<file path="config.mk">
export PLATFORM = sky130hd
export DESIGN_NAME = csi_byte_aligner
export DESIGN_NICKNAME = d
export VERILOG_FILES = /design/src/logic/csi_cfg_pkg.sv /design/src/logic/csi_proto_pkg.sv /design/src/logic/csi_byte_aligner.sv
export SDC_FILE = /design/constraint.sdc
export NUM_CORES = 1
export LEC_CHECK = 0
export BUFFER_PORTS_ARGS = -buffer_cell sky130_fd_sc_hd__buf_2
export CELL_PAD_IN_SITES_DETAIL_PLACEMENT = 0
export CELL_PAD_IN_SITES_GLOBAL_PLACEMENT = 1
export CORE_AREA = 2 2 60 62
export CTS_CLUSTER_SIZE = 40
export DETAILED_ROUTE_END_ITERATION = 10
export DIE_AREA = 0 0 62 64
export GPL_TIMING_DRIVEN = 0
export PLACE_DENSITY_LB_ADDON = 0.1
export SLEW_MARGIN = 20
export SYNTH_ARGS = -nofsm -noshare
export SYNTH_HDL_FRONTEND = slang
export SYNTH_SLANG_ARGS = --single-unit
</file>
<file path="constraint.sdc">
create_clock -name clk_i -period 5 [get_ports clk_i]
set_clock_uncertainty 0.2 [all_clocks]
set_input_delay 0.25 -clock clk_i [delete_from_list [all_inputs] [get_ports clk_i]]
set_output_delay 0.25 -clock clk_i [all_outputs]
set_load 0.005 [all_outputs]
</file>
<file path="src/logic/csi_cfg_pkg.sv">
`default_nettype none

package csi_cfg_pkg;

	// link geometry, two lanes at gear 8
	localparam int NUM_LANES = 2;
	localparam int BYTE_W = 8;   // bits per lane byte

	// raw10 packing, 4 pixels share 5 bytes
	localparam int PIXEL_W = 10;
	localparam int GROUP_PIXELS = 4;
	localparam int GROUP_BYTES = 5;

endpackage

`default_nettype wire

</file>
<file path="src/logic/csi_proto_pkg.sv">
`default_nettype none

package csi_proto_pkg;

	// lane sync pattern, seen once per lane ahead of every packet
	localparam logic [7:0] SYNC_BYTE = 8'hB8;

	// data types in use
	localparam logic [5:0] DT_FRAME_START = 6'h00;
	localparam logic [5:0] DT_RAW10 = 6'h2B;
	localparam logic [5:0] LONG_PACKET_MIN = 6'h10; // 0x00..0x0f are short packets

	localparam int HEADER_BYTES = 4;

	// field layout, msb first so that the data identifier sits in byte 0
	typedef struct packed {
		logic [7:0] ecc;         // byte 3, not checked
		logic [15:0] word_count; // bytes 1 and 2, low byte first
		logic [1:0] vc;          // virtual channel
		logic [5:0] data_type;
	} csi_header_fields_t;

	// one header word, filled byte by byte and read back as fields
	typedef union packed {
		logic [HEADER_BYTES-1:0][7:0] bytes; // index = arrival order
		csi_header_fields_t fields;
	} csi_header_u;

endpackage

`default_nettype wire

</file>
<file path="src/logic/csi_byte_aligner.sv">
`timescale 1ns/10ps
`default_nettype none

module csi_byte_aligner (
	input wire clk_i,
	input wire rst_n_i,
	input wire line_reset_i,
	input wire [csi_cfg_pkg::BYTE_W-1:0] byte_i,
	output logic [csi_cfg_pkg::BYTE_W-1:0] byte_o,
	output logic byte_valid_o
);

	localparam int BW = csi_cfg_pkg::BYTE_W;
	localparam int OFF_W = $clog2(BW);

	logic [BW-1:0] curr_q;   // newest byte
	logic [BW-1:0] prev_q;   // byte before it
	logic [2*BW-1:0] window; // bits in arrival order, lsb oldest
	logic hit;
	logic [OFF_W-1:0] hit_off;
	logic [OFF_W-1:0] off_q;
	logic locked_q;

	assign window = {curr_q, prev_q};

	// every candidate byte ends inside curr_q, so each data byte
	// completes with the same register and latency does not depend on offset
	always_comb
	begin
		hit = 1'b0;
		hit_off = '0;
		for (int k = BW - 1; k >= 0; k--) // downward, lowest offset wins
		begin
			if (window[k + 1 +: BW] == csi_proto_pkg::SYNC_BYTE)
			begin
				hit = 1'b1;
				hit_off = OFF_W'(k);
			end
		end
	end

	// input pipeline, feeds the search so it is cleared
	always_ff @(posedge clk_i or negedge rst_n_i)
	begin
		if (!rst_n_i)
		begin
			curr_q <= '0;
			prev_q <= '0;
		end
		else
		begin
			curr_q <= byte_i;
			prev_q <= curr_q;
		end
	end

	// lock on first hit, hold until the line reset
	always_ff @(posedge clk_i or negedge rst_n_i)
	begin
		if (!rst_n_i)
		begin
			locked_q <= 1'b0;
			off_q <= '0;
			byte_valid_o <= 1'b0;
		end
		else if (line_reset_i)
		begin
			locked_q <= 1'b0;
			byte_valid_o <= 1'b0;
		end
		else
		begin
			if (!locked_q && hit)
			begin
				locked_q <= 1'b1;
				off_q <= hit_off;
			end
			byte_valid_o <= locked_q; // first valid byte follows the sync byte
		end
	end

	always_ff @(posedge clk_i)
	begin
		byte_o <= window[off_q + 1 +: BW];
	end

endmodule

`default_nettype wire

</file>
Word-level counts from Yosys, hierarchy flattened --
Index checks and enable logic that the tools add are counted.
Word-level totals: output and inout bits 9, bits of input ports 11, bits in registers 29, logic and storage cells 40
Operators by class: shifts and indexed selects 1, reductions and logical operators 4, $add $sub $neg 1, equal/unequal tests 8, multiplexer cells 19, bitwise logic cells 1
Operator list (number):
- $eq A8 B8 Y1 const B | 8
- $mux W3 | 8
- $shiftx A16 B5 Y8 | 1
- $mux W1 | 11
- $add A3 B1 Y4 const B | 1
- $reduce_and A2 Y1 | 1
- $reduce_bool A2 Y1 | 1
- $logic_and A1 B1 Y1 | 1
- $logic_not A1 Y1 | 1
- $not A1 Y1 | 1

Depth between registers and ports, before layout --
depth in word-level cells 12, mapped depth 6, gate-level depth less buffers 4

Worst setup path after synthesis --
OpenSTA, ideal clock, no wires.
path type flip-flop to flip-flop, from reg prev_q[7], to reg off_q[1], clock period less this slack 1.647 ns, arrival 1.322 ns, stages on the path, launching flop included 5, path buffers 0, library setup time 0.125 ns, slack 3.353 ns, data required time 4.675 ns, cell sequence dfrtp_1 -> nor4bb_1 -> o21ai_1 -> a41oi_2 -> mux2_4
On the way: word-level cells in the longest chain between the ends 10, elaborated cells on any way between the ends 23, those cells by class eq/ne (7); mux (14); reduce/logical (2)
Ends and longest elaborated chain:
- start, declared | line csi_byte_aligner.sv:17 | logic [BW-1:0] prev_q;
- start signal, assigned | line csi_byte_aligner.sv:53 | prev_q <= curr_q;
- $eq A8 B8 Y1 | line csi_byte_aligner.sv:34 | if (window[k + 1 +: BW] == csi_proto_pkg::SYNC_BYTE)
- $mux W1 (7 in series) | line csi_byte_aligner.sv:34
- $logic_and A1 B1 Y1 | line csi_byte_aligner.sv:73 | if (!locked_q && hit)
- $reduce_and A2 Y1 (no source line)
- end signal, assigned | line csi_byte_aligner.sv:76 | off_q <= hit_off;
- end, declared | line csi_byte_aligner.sv:21 | logic [OFF_W-1:0] off_q;
Parallel ways exist; a longest one is shown, timed or not. A chain may end at the register's enable or synchronous reset.

Final worst setup path --
Same ends and word-level chain as after synthesis.

==> impl_results.md <==
* Flip-flop and latch count after synthesis at 28
* GPL Wtd Cong at 0.757
* Setup Viol. Count Final at 0
* Tot Pwr at 550 uW
* H-tree depth at 1
* Maximum clock frequency at 544 MHz
* Pin count of the biggest net entering global routing at 21
* I/O pin count at 20
* Sw Pwr at 150 uW
* Clk pin slew, worst setup/hold paths at 0.15 ns
* Critical path required time at 5.03 ns
* Post-synthesis compound-gate area fraction at 12.8%
* Synth Area in XOR/XNOR at 0%
* Most frequent cells in the layout: buf_2 (21), dfrtp_1 (20), nand2_1 (15)
* Synthesized area at 0.00129 mm^2
* Syn_nets at 123
* Hold crit path type: in2async
* Root buf cell: clkbuf_4
* Antenna violations before repair at 0
* Pwr dens at 344 mW/mm^2
* Crit Path Category: reg2reg
* Synth top area share at 38.8%
* Clk pwr share at 27.1%
* Delay-heaviest family, CP: flip-flops
* Period utilisation layout at 36.8%
* Placed insts at 177
* Ys Warns at 0
* Resized cells post-CTS at 0
* Total congestion overflow at 0
* Synth unique cells at 26
* Layout cells sized above 1 at 28.3%
* WP data arrival at 1.87 ns
* Post-detail-place hpwl at 1870 um
* Via count at 955
* Slew Viols, Final at 0
* Global-route wire length before repair at 4620 um
* Worst-Margin Slew at 0.426 ns
* CTS sink count at 28
* Crit Path Max Fanout at 7
* Rows at 21
* Top post-synthesis cells by area: dfrtp_1 (39%), dfxtp_1 (12%), mux2i_1 (10%), and4bb_2 (5.8%), and4bb_1 (4.8%)
* Post-Synth Adder-Cell Area at 0%
* Sw frac at 27.2%
* PortBufs at 19
* Post-layout min period at 1.84 ns
* CTS tree: done
* Critical Path Max Stage Delay at 0.49 ns
* Wirelength, routed at 2650 um
* Relative slew slack at 71.6%
* WL/cell at 13.9 um
* Die area at 0.00397 mm^2
* WP buf/inv at 0
* Initial drt markers at 12
* Sequential-to-total area share from yosys stat at 51.2%
* Setup Buffers After CTS at 0
* Outcome: finished clean
* Vias in the first global route at 980
* Avg Inst Size Synth at 11.5 um^2
* CP Launch Type: flip-flop
* Most common cell after layout, fill and taps aside: buf_2
* Sequential Power Share at 51.2%
* Leakage at 0.670 nW
* Post-Synth Simple-Gate Area at 18.2%
* Die W at 62 um
* Inserted Diodes at 0
* Fin nets at 157
* RSZ-0062 raised after global routing: false
* VDD IR max at 141 uV
* Crit. End Element: flip-flop
* Internal power at 400 uW
* Cells after Synth at 112
* Post-DR vias/cell at 5.00
* Area delta synth->final at 23.6%
* Detail Route Antenna Nets at 0
* DIE HEIGHT at 64 um
* 1st-pass router iterations at 4
* Initial core utilization at 39.3%
* Core footprint at 0.00328 mm^2
* Combinational share of power at 21.8%
* Max-cap violations at 0
* Slowest stage cell, crit path: dfrtp_1
* Area leader, netlist: dfrtp_1
* Primary FF master, synth: dfrtp_1
* Sum Neg Setup Slack at 0 ns
* Multiplexer area fraction after synthesis at 15.6%
* Main combinational cell family by area after synthesis: simple AND/OR/NAND/NOR gates
* Non-Filler Instances at 191
* Clk_lat worst skew at 0.34 ns
* Clock buffer depth at 2
* Post-synth EDFFs at 0
* Drt drc at 0
* Tot GR Track Use at 15.6%
* TritonCTS buffer count at 3
* Final hold violations at 0
* Worst-path cell chain: nor4bb_1, o21ai_1, a41oi_2, mux2_4
* Post-synth ARST share at 71.4%
==> metrics by stage <==
step	setup WS, ns	hold WS, ns	cell area [um^2]	util (%)
after global routing	3.07	0.180	1600	48.6
after global placement	3.20	0.00506	1440	44.0
after detailed placement	3.20	0.0146	1440	44.0
final	3.16	0.158	1600	48.6
after floorplan	3.35	-0.246	1290	-
after CTS	3.15	0.168	1600	48.6
==> cell usage after synthesis, types with 4 or more instances <==
| master | instances |
|---|---|
| mux2i_1 | 13 |
| dfxtp_1 | 8 |
| o21ai_0 | 8 |
| nand2_1 | 15 |
| and4bb_1 | 5 |
| and4bb_2 | 6 |
| a21oi_1 | 7 |
| dfrtp_1 | 20 |
| nor2_1 | 4 |
| mux2_2 | 5 |
==> flip-flops by register name, summed over array words and instances (netlist names) <==
| name | count |
|---|---|
| byte_valid_o | 1 |
| curr_q | 8 |
| prev_q | 7 |
| byte_o | 8 |
| off_q | 3 |
| locked_q | 1 |
==> worst reg2reg max path, delay by kind of cell (launching register included) <==
kind               cells  cell delay (ns)
AOI/OAI and AO/OA      2             0.43
DFF                    1             0.49
muxes                  1             0.32
and+or+nand+nor        1             0.30
==> final timing paths <==
check / startpoint / endpoint / slack (ns) / depth (start not counted)
min in group clk_i: curr_q[7] / prev_q[7] / 0.23 / 0
max: prev_q[7] / off_q[1] / 3.16 / 4
min: rst_n_i / curr_q[5] / 0.16 / 2
max reg2reg: prev_q[7] / off_q[1] / 3.16 / 4
max in group asynchronous: rst_n_i / off_q[1] / 4.14 / 2
min reg2reg: curr_q[7] / prev_q[7] / 0.23 / 0
==> per-layer routing <==
metal | vias up | track usage, % | wire length (um)
met3 | 4 | 2.43 | 56
met5 | - | 0 | 0
li1 | 473 | - | -
met1 | 463 | 20.4 | 1240
met2 | 15 | 25.5 | 1320
met4 | 0 | 5.05 | 32
==> area by class of cell <==
| cell class | instances | area, um^2 |
|---|---|---|
| sequential | 28 | 661 |
| fill | 307 | 1690 |
| inverter | 3 | 11.3 |
| tap | 46 | 57.6 |
| timing repair buffer | 29 | 195 |
| buffer | 4 | 17.5 |
| multi-input combinational | 77 | 602 |
| clock buffer | 3 | 22.5 |
| clock inverter | 1 | 30.0 |
==> cells by family after synthesis <==
family,count (synthesis)
and+or+nand+nor,34
DFF,28
AOI/OAI and AO/OA,24
muxes,19
buffers and inverters,7
==> what timing repair did <==
item                                    4_1_cts  5_1_grt
hold buffers                                 10        0
endpoints found under the setup margin        0        0
hold endpoints to repair                     30        0
==> power groups by stage <==
stage / combinational, mW / sequential, mW / clock, mW
after CTS: 0.121 / 0.281 / 0.151
after detailed placement: 0.114 / 0.286 / 0
after floorplan: 0.0682 / 0.285 / 0
after global placement: 0.115 / 0.285 / 0
after global routing: 0.139 / 0.287 / 0.164
final: 0.120 / 0.281 / 0.149
Power figures use the tool's default switching activity.
