**config.mk**
```make
export PLATFORM = sky130hd
export DESIGN_NAME = csi_raw10_depacker
export DESIGN_NICKNAME = d
export VERILOG_FILES = /design/src/logic/csi_cfg_pkg.sv /design/src/logic/csi_raw10_depacker.sv
export SDC_FILE = /design/constraint.sdc
export NUM_CORES = 1
export LEC_CHECK = 0
export BUFFER_PORTS_ARGS = -buffer_cell sky130_fd_sc_hd__buf_2
export CELL_PAD_IN_SITES_DETAIL_PLACEMENT = 0
export CELL_PAD_IN_SITES_GLOBAL_PLACEMENT = 1
export CORE_ASPECT_RATIO = 2
export CORE_MARGIN = 8
export CORE_UTILIZATION = 42
export CTS_BUF_LIST = sky130_fd_sc_hd__clkbuf_2 sky130_fd_sc_hd__clkbuf_4 sky130_fd_sc_hd__clkbuf_8
export CTS_CLUSTER_SIZE = 25
export DETAILED_ROUTE_END_ITERATION = 10
export MAX_ROUTING_LAYER = met4
export PLACE_DENSITY_LB_ADDON = 0.1
export SLEW_MARGIN = 10
export SYNTH_ARGS = -nofsm -noshare
export SYNTH_HDL_FRONTEND = slang
export SYNTH_SLANG_ARGS = --single-unit
```
**constraint.sdc**
```tcl
create_clock -name clk_i -period 4.9 [get_ports clk_i]
set_input_delay 0 -clock clk_i [delete_from_list [all_inputs] [get_ports clk_i]]
set_output_delay 0 -clock clk_i [all_outputs]
set_load 0.02 [all_outputs]
```
**src/logic/csi_cfg_pkg.sv**
```systemverilog
`default_nettype none

package csi_cfg_pkg;

	// link geometry, two lanes at gear 8
	localparam int NUM_LANES = 2;
	localparam int BYTE_W = 8;   // bits per lane byte

	// raw10 packing, 4 pixels share 5 bytes
	localparam int PIXEL_W = 10;
	localparam int GROUP_PIXELS = 4;
	localparam int GROUP_BYTES = 5;

endpackage

`default_nettype wire

```
**src/logic/csi_raw10_depacker.sv**
```systemverilog
`timescale 1ns/10ps
`default_nettype none

module csi_raw10_depacker (
	input wire clk_i,
	input wire rst_n_i,
	input wire [csi_cfg_pkg::NUM_LANES*csi_cfg_pkg::BYTE_W-1:0] payload_i,
	input wire payload_valid_i,
	output logic [csi_cfg_pkg::GROUP_PIXELS*csi_cfg_pkg::PIXEL_W-1:0] pixels_o,
	output logic pixel_valid_o
);

	localparam int LANES = csi_cfg_pkg::NUM_LANES;
	localparam int BW = csi_cfg_pkg::BYTE_W;
	localparam int PW = csi_cfg_pkg::PIXEL_W;
	localparam int GB = csi_cfg_pkg::GROUP_BYTES;
	localparam int LSB_W = PW - BW;         // low bits packed in 5th byte
	localparam int BUF_N = GB - 1;          // most bytes ever left pending
	localparam int CAT_N = BUF_N + LANES;   // pending plus new
	localparam int FILL_W = $clog2(CAT_N + 1);

	logic [BUF_N*BW-1:0] buf_q;  // pending bytes with byte 0 oldest and unused bytes zero
	logic [FILL_W-1:0] fill_q;
	logic [CAT_N*BW-1:0] cat_c;  // pending bytes with new word appended
	logic [FILL_W-1:0] sum_c;
	logic group_done;

	always_comb
	begin
		cat_c = {{(LANES*BW){1'b0}}, buf_q} |
			({{(BUF_N*BW){1'b0}}, payload_i} << (fill_q * BW));
		sum_c = fill_q + FILL_W'(LANES);
		group_done = (sum_c >= FILL_W'(GB)); // 5th byte of a group is in
	end

	// fill count and strobe
	always_ff @(posedge clk_i or negedge rst_n_i)
	begin
		if (!rst_n_i)
		begin
			fill_q <= '0;
			pixel_valid_o <= 1'b0;
		end
		else if (!payload_valid_i)
		begin
			fill_q <= '0; // gap between lines
			pixel_valid_o <= 1'b0;
		end
		else
		begin
			pixel_valid_o <= group_done;
			fill_q <= group_done ? sum_c - FILL_W'(GB) : sum_c;
		end
	end

	// byte buffer emptied on any gap so the merge above sees zeros
	always_ff @(posedge clk_i)
	begin
		if (!payload_valid_i)
			buf_q <= '0;
		else if (group_done)
			buf_q <= (BUF_N*BW)'(cat_c >> (GB * BW)); // carry leftover byte
		else
			buf_q <= cat_c[BUF_N*BW-1:0];
	end

	// pixel n is byte n shifted up with lsbs from bits 2n+1:2n of byte 4
	always_ff @(posedge clk_i)
	begin
		if (payload_valid_i && group_done)
			for (int n = 0; n < csi_cfg_pkg::GROUP_PIXELS; n++)
				pixels_o[n*PW +: PW] <= {cat_c[n*BW +: BW],
					cat_c[(GB-1)*BW + n*LSB_W +: LSB_W]};
	end

endmodule

`default_nettype wire

```
### After elaboration in Yosys (flattened, before gate mapping)

Cells that the tools add are included.

* $add $sub $neg: 2
* reductions and logical operators: 2
* $mul: 0
* eq/ne operators: 0
* divide/modulo/power cells: 0
* mux-type cells: 4
* bitwise gates (word level): 2
* $lt $le $gt $ge: 1
* shift-type cells: 1

Operators by type and width (count)
* $or 32x48->48: 1
* $shl 16x6->48: 1
* $mux 8: 1
* $mux 3: 2
* $add 3x2->3 const B: 1
* $ge 3x3->1 const B: 1
* $sub 3x3->3 const B: 1
* $reduce_or 2->1: 1
* $logic_and 1x1->1: 1
* $mux 1: 1
* $not 1->1: 1

* latch bits: 0
* register bits after elaboration: 76
* logic and storage cells: 17
* RAM bits: 0
* bits of input ports: 19
* ROM bits: 0
* memories: 0

### Longest topological paths before layout

* depth in word-level cells: 4
* mapped depth: 8
* mapped depth without buffers: 5

### Worst setup path before layout

OpenSTA, ideal clock, no wires.

* path type: reg-to-reg
* start: register fill_q[1]
* end: register pixels_o[0] in the netlist's numbering, enable pin
* clock period less this slack: 4742 ps
* stages on the path, launching flop included: 7
* arrival: 4241 ps
* buffers on the path: 2
* path slack: 158 ps
* data required time: 4399 ps
* cell sequence: dfrtp_1 > buf_4 > inv_1 > ha_1 > nand2b_1 > buf_4 > a21boi_0

* longest elaborated chain between the ends: 3

RTL lines
* start, declared: RTL line csi_raw10_depacker.sv:23 `logic [FILL_W-1:0] fill_q;`
* start signal, assigned: RTL line csi_raw10_depacker.sv:52 `fill_q <= group_done ? sum_c - FILL_W'(GB) : sum_c;`
* $add 3x2->3: RTL line csi_raw10_depacker.sv:32 `sum_c = fill_q + FILL_W'(LANES);`
* $ge 3x3->1: RTL line csi_raw10_depacker.sv:33 `group_done = (sum_c >= FILL_W'(GB));`
* $logic_and 1x1->1: RTL line csi_raw10_depacker.sv:70 `if (payload_valid_i && group_done)`
* end signal, assigned by index: RTL line csi_raw10_depacker.sv:72 `pixels_o[n*PW +: PW] <= {cat_c[n*BW +: BW],`
* end, declared: RTL line csi_raw10_depacker.sv:9 `output logic [csi_cfg_pkg::GROUP_PIXELS*csi_cfg_pkg::PIXEL_W-1:0] pixels_o,`

Every way passes these cells.
A chain may end at the register's enable or synchronous reset.

### Worst setup path after layout

* start: register fill_q[2]
* end: register pixels_o[36] in the netlist's numbering, enable pin

Same word-level chain as after synthesis.

==> summary.md <==
| Metric | Value |
|---|---|
| Hold EP | `buf_q[20]` |
| Final Max Tran Viols | `0` |
| Status | `finished clean` |
| CP Launch Type | `flip-flop` |
| Clock power frac | `0.207` |
| Power share of the combinational group | `0.374` |
| Mapped Cells | `between 200 and 250` |
| Post-synthesis sequential area ratio | `0.600` |
| Hpwl dp | `4.98 mm` |
| ANT nets after route | `0` |
| Synthesis-to-layout area growth | `22.5%` |
| First-pass GRT wire length | `about 12 mm` |
| Most used flip-flop cell after synthesis | `edfxtp_1` |
| Seq pwr share | `0.420` |
| Initial antenna violation count | `0` |
| Via density | `roughly 5` |
| Net Switching | `a little under 800 uW` |
| Number of synthesized flops with an enable pin | `40` |
| Ant diodes | `0` |
| Setup_tns | `0 ns` |
| Resized cells post-CTS | `0` |
| Largest delay share family, worst path | `flip-flops` |
| Hold wc startpoint | `payload_i[4]` |
| Initial Utilization | `0.429` |
| Leak | `between 0.0015 and 0.002 uW` |
| Die area | `roughly 11,000 um2` |
| Pin count of the biggest net entering global routing | `40` |
| Top-area cell type share of the netlist area | `0.371` |
| Clk slew on worst S/H paths | `0.07 ns` |
| Crit path cell chain | `ha_1, nand2b_1, a21boi_4, buf_4` |
| WHS Path Cells | `4` |
| Worst-Margin Slew | `0.847 ns` |
| Slowest stage delay, CP | `approximately 0.83 ns` |
| DIE WIDTH | `~80 um` |
| Syn. warnings | `0` |
| Most frequent cells after synthesis | `edfxtp_1, dfxtp_1, nor2b_1, a21o_1` |
| CP arrival | `3.12 ns` |
| Sink Count | `between 70 and 80` |
| Die Y-Extent | `~140 um` |
| DRT iter0 DRCs | `154` |
| Skew final | `roughly 0.0051 ns` |
| Max-cap violation count | `0` |
| Gr ovfl total | `0` |
| WP buf/inv | `1` |
| Worst r2r src | `fill_q[2]` |
| Worst-path maximum fanout | `23` |
| Worst VDD drop | `approximately 0.32 mV` |
| Post-layout util | `0.525` |
| Vias in the first global route | `2,222` |
| Layout cells sized above 1 | `0.359` |
| FF-to-FF End | `pixels_o[36]` |
| Sw Ratio | `0.332` |
| Syn nets | `270` |
| Syn_area_per_cell | `13.1 um2` |
| DR WL/cell | `roughly 17 um` |
| Tmin final | `between 3 and 4 ns` |
| Unique cell type count in the Yosys netlist | `31` |
| Gr usage total | `0.140` |
| Htree depth | `3` |
| Fin crit share | `0.629` |
| Area contributors post-synth | `edfxtp_1, dfxtp_1, a21o_1, nand3b_1, o211ai_1` |
| Total wire length | `7.01 mm` |
| Critical Path RT | `4.94 ns` |
| PortBufs | `just under 60` |
| Max_slew headroom | `0.434` |
| CTS max path bufs | `2` |
| Routability cong. | `0.861` |
| Hold Vio Cnt, Final | `0` |
| Critical path class | `reg2reg` |
| RSZ-0062 raised after global routing | `false` |
| Seq cells post-synth | `76` |
| Internal power | `1560 uW` |
| Core ar. | `about 7500 um2` |
| Critical-path top delay cell | `dfrtp_1` |
| TritonRoute pass-1 iters | `4` |
| Area leader, netlist | `edfxtp_1` |
| Total I/O pin count | `60` |
| Crit. End Element | `flip-flop` |
| Worst R2R Path Depth | `4` |
| Standard-cell row count | `45` |
| CTS tree | `done` |
| Count leader, synth | `edfxtp_1` |
| R2R Setup Slk | `~1.8 ns` |
| Post-synth ARST share | `0.0526` |
| Clock Tree Root | `clkbuf_8` |
| Worst Hold Class | `in2reg` |
| Pwr dens | `between 500 and 600 nW/um2` |
| Max Freq | `about 320 MHz` |
| DRC | `0` |
| Netlist Area Pre-Place | `roughly 3200 um2` |
| Setup violations, final | `0` |
| Nets | `approximately 340` |
| Worst-Skew Late Latency | `between 0.3 and 0.4 ns` |
| DR vias | `approximately 2.2k` |
| Total CTS buffers | `9` |
## worst max path at each step
stage              start      endpoint  slack [ns]  depth (start not counted)
2_1_floorplan  fill_q[1]   pixels_o[0]        0.16                          6
3_3_place_gp   fill_q[2]   pixels_o[9]        1.88                          4
3_5_place_dp   fill_q[2]  pixels_o[36]        1.74                          4
4_1_cts        fill_q[2]   pixels_o[2]        1.74                          4
5_1_grt        fill_q[2]  pixels_o[28]        1.60                          4
6_report       fill_q[2]  pixels_o[36]        1.82                          4
## cell usage in the layout (no fill, tap or decap), types with 2 or more instances in the layout
cell type,Yosys,final
nor4b_1,6,6
nor2_1,2,2
inv_1,3,3
or2_2,16,16
buf_2,6,59
a22o_1,8,8
edfxtp_1,40,40
o21ai_0,3,3
o311a_1,3,3
clkbuf_8,0,11
nand3b_1,16,16
dfrtp_1,4,4
nor4b_2,2,2
clkinv_2,0,2
buf_4,4,3
o211ai_1,16,16
a21oi_1,8,8
nor3_2,2,2
nor2b_1,19,19
o21ba_2,8,8
a21o_1,17,17
a21boi_0,8,7
ha_1,4,4
dlygate4sd3_1,0,19
dfxtp_1,32,32
mux2_2,7,7
## stage by stage
step	hold slack [ns]	instance area [um2]	power (uW)	cells	setup WS (ns)
finish	0.148	3960	2340	420	1.82
global route	0.146	3960	2500	420	1.60
CTS	0.116	3960	2390	420	1.74
detailed placement	-0.184	3570	1860	385	1.74
global placement	-0.190	3570	1850	385	1.88
floorplan	-0.296	3240	1670	247	0.158
## metal layers
metal | up-vias | GRT usage | part of all wire
li1 | 1066 | - | -
met1 | 1031 | 0.141 | 0.40
met2 | 47 | 0.229 | 0.53
met3 | 12 | 0.0442 | 0.049
met4 | 0 | 0.0806 | 0.024
met5 | - | - | 0
## cell type report
cell class / count / area [um2]
multi-input combinational: 150 / 1180
tap: 94 / 118
timing repair buffer: 81 / 508
inverter: 3 / 11.3
clock buffer: 12 / 159
clock inverter: 4 / 46.3
fill: 684 / 3580
sequential: 76 / 1940
## power groups by stage
stage                     clock network (uW)  logic, uW  registers, uW
after global placement                     0        852            994
after detailed placement                   0        863            999
after global routing                     525        969           1000
after floorplan                            0        587           1080
after CTS                                505        897            986
final                                    484        875            982
## worst register-to-register path: stages (launching register included)
cell	delay, ns
dfrtp_1	0.83
ha_1	0.40
nand2b_1	0.36
a21boi_4	0.77
buf_4	0.40
## state kept, by name (all words and copies together) (netlist names)
name           count
pixels_o          40
buf_q             32
fill_q             3
pixel_valid_o      1
## cell families (layout without fill, tap and decap cells)
kind of cell,count (synthesis),in the layout,share of synthesized area
compound gates,73,73,0.173
fa+ha+maj,4,4,0.0155
buf+inv,21,100,0.0387
flops,76,76,0.600
mux,8,8,0.0290
simple gates,65,65,0.144
## what timing repair did
| item | in CTS | in global routing |
|---|---|---|
| setup buffers | 0 | 0 |
| hold endpoints to repair | 19 | 0 |
| hold buffers | 19 | 0 |
(Power assumes the default switching activity.)
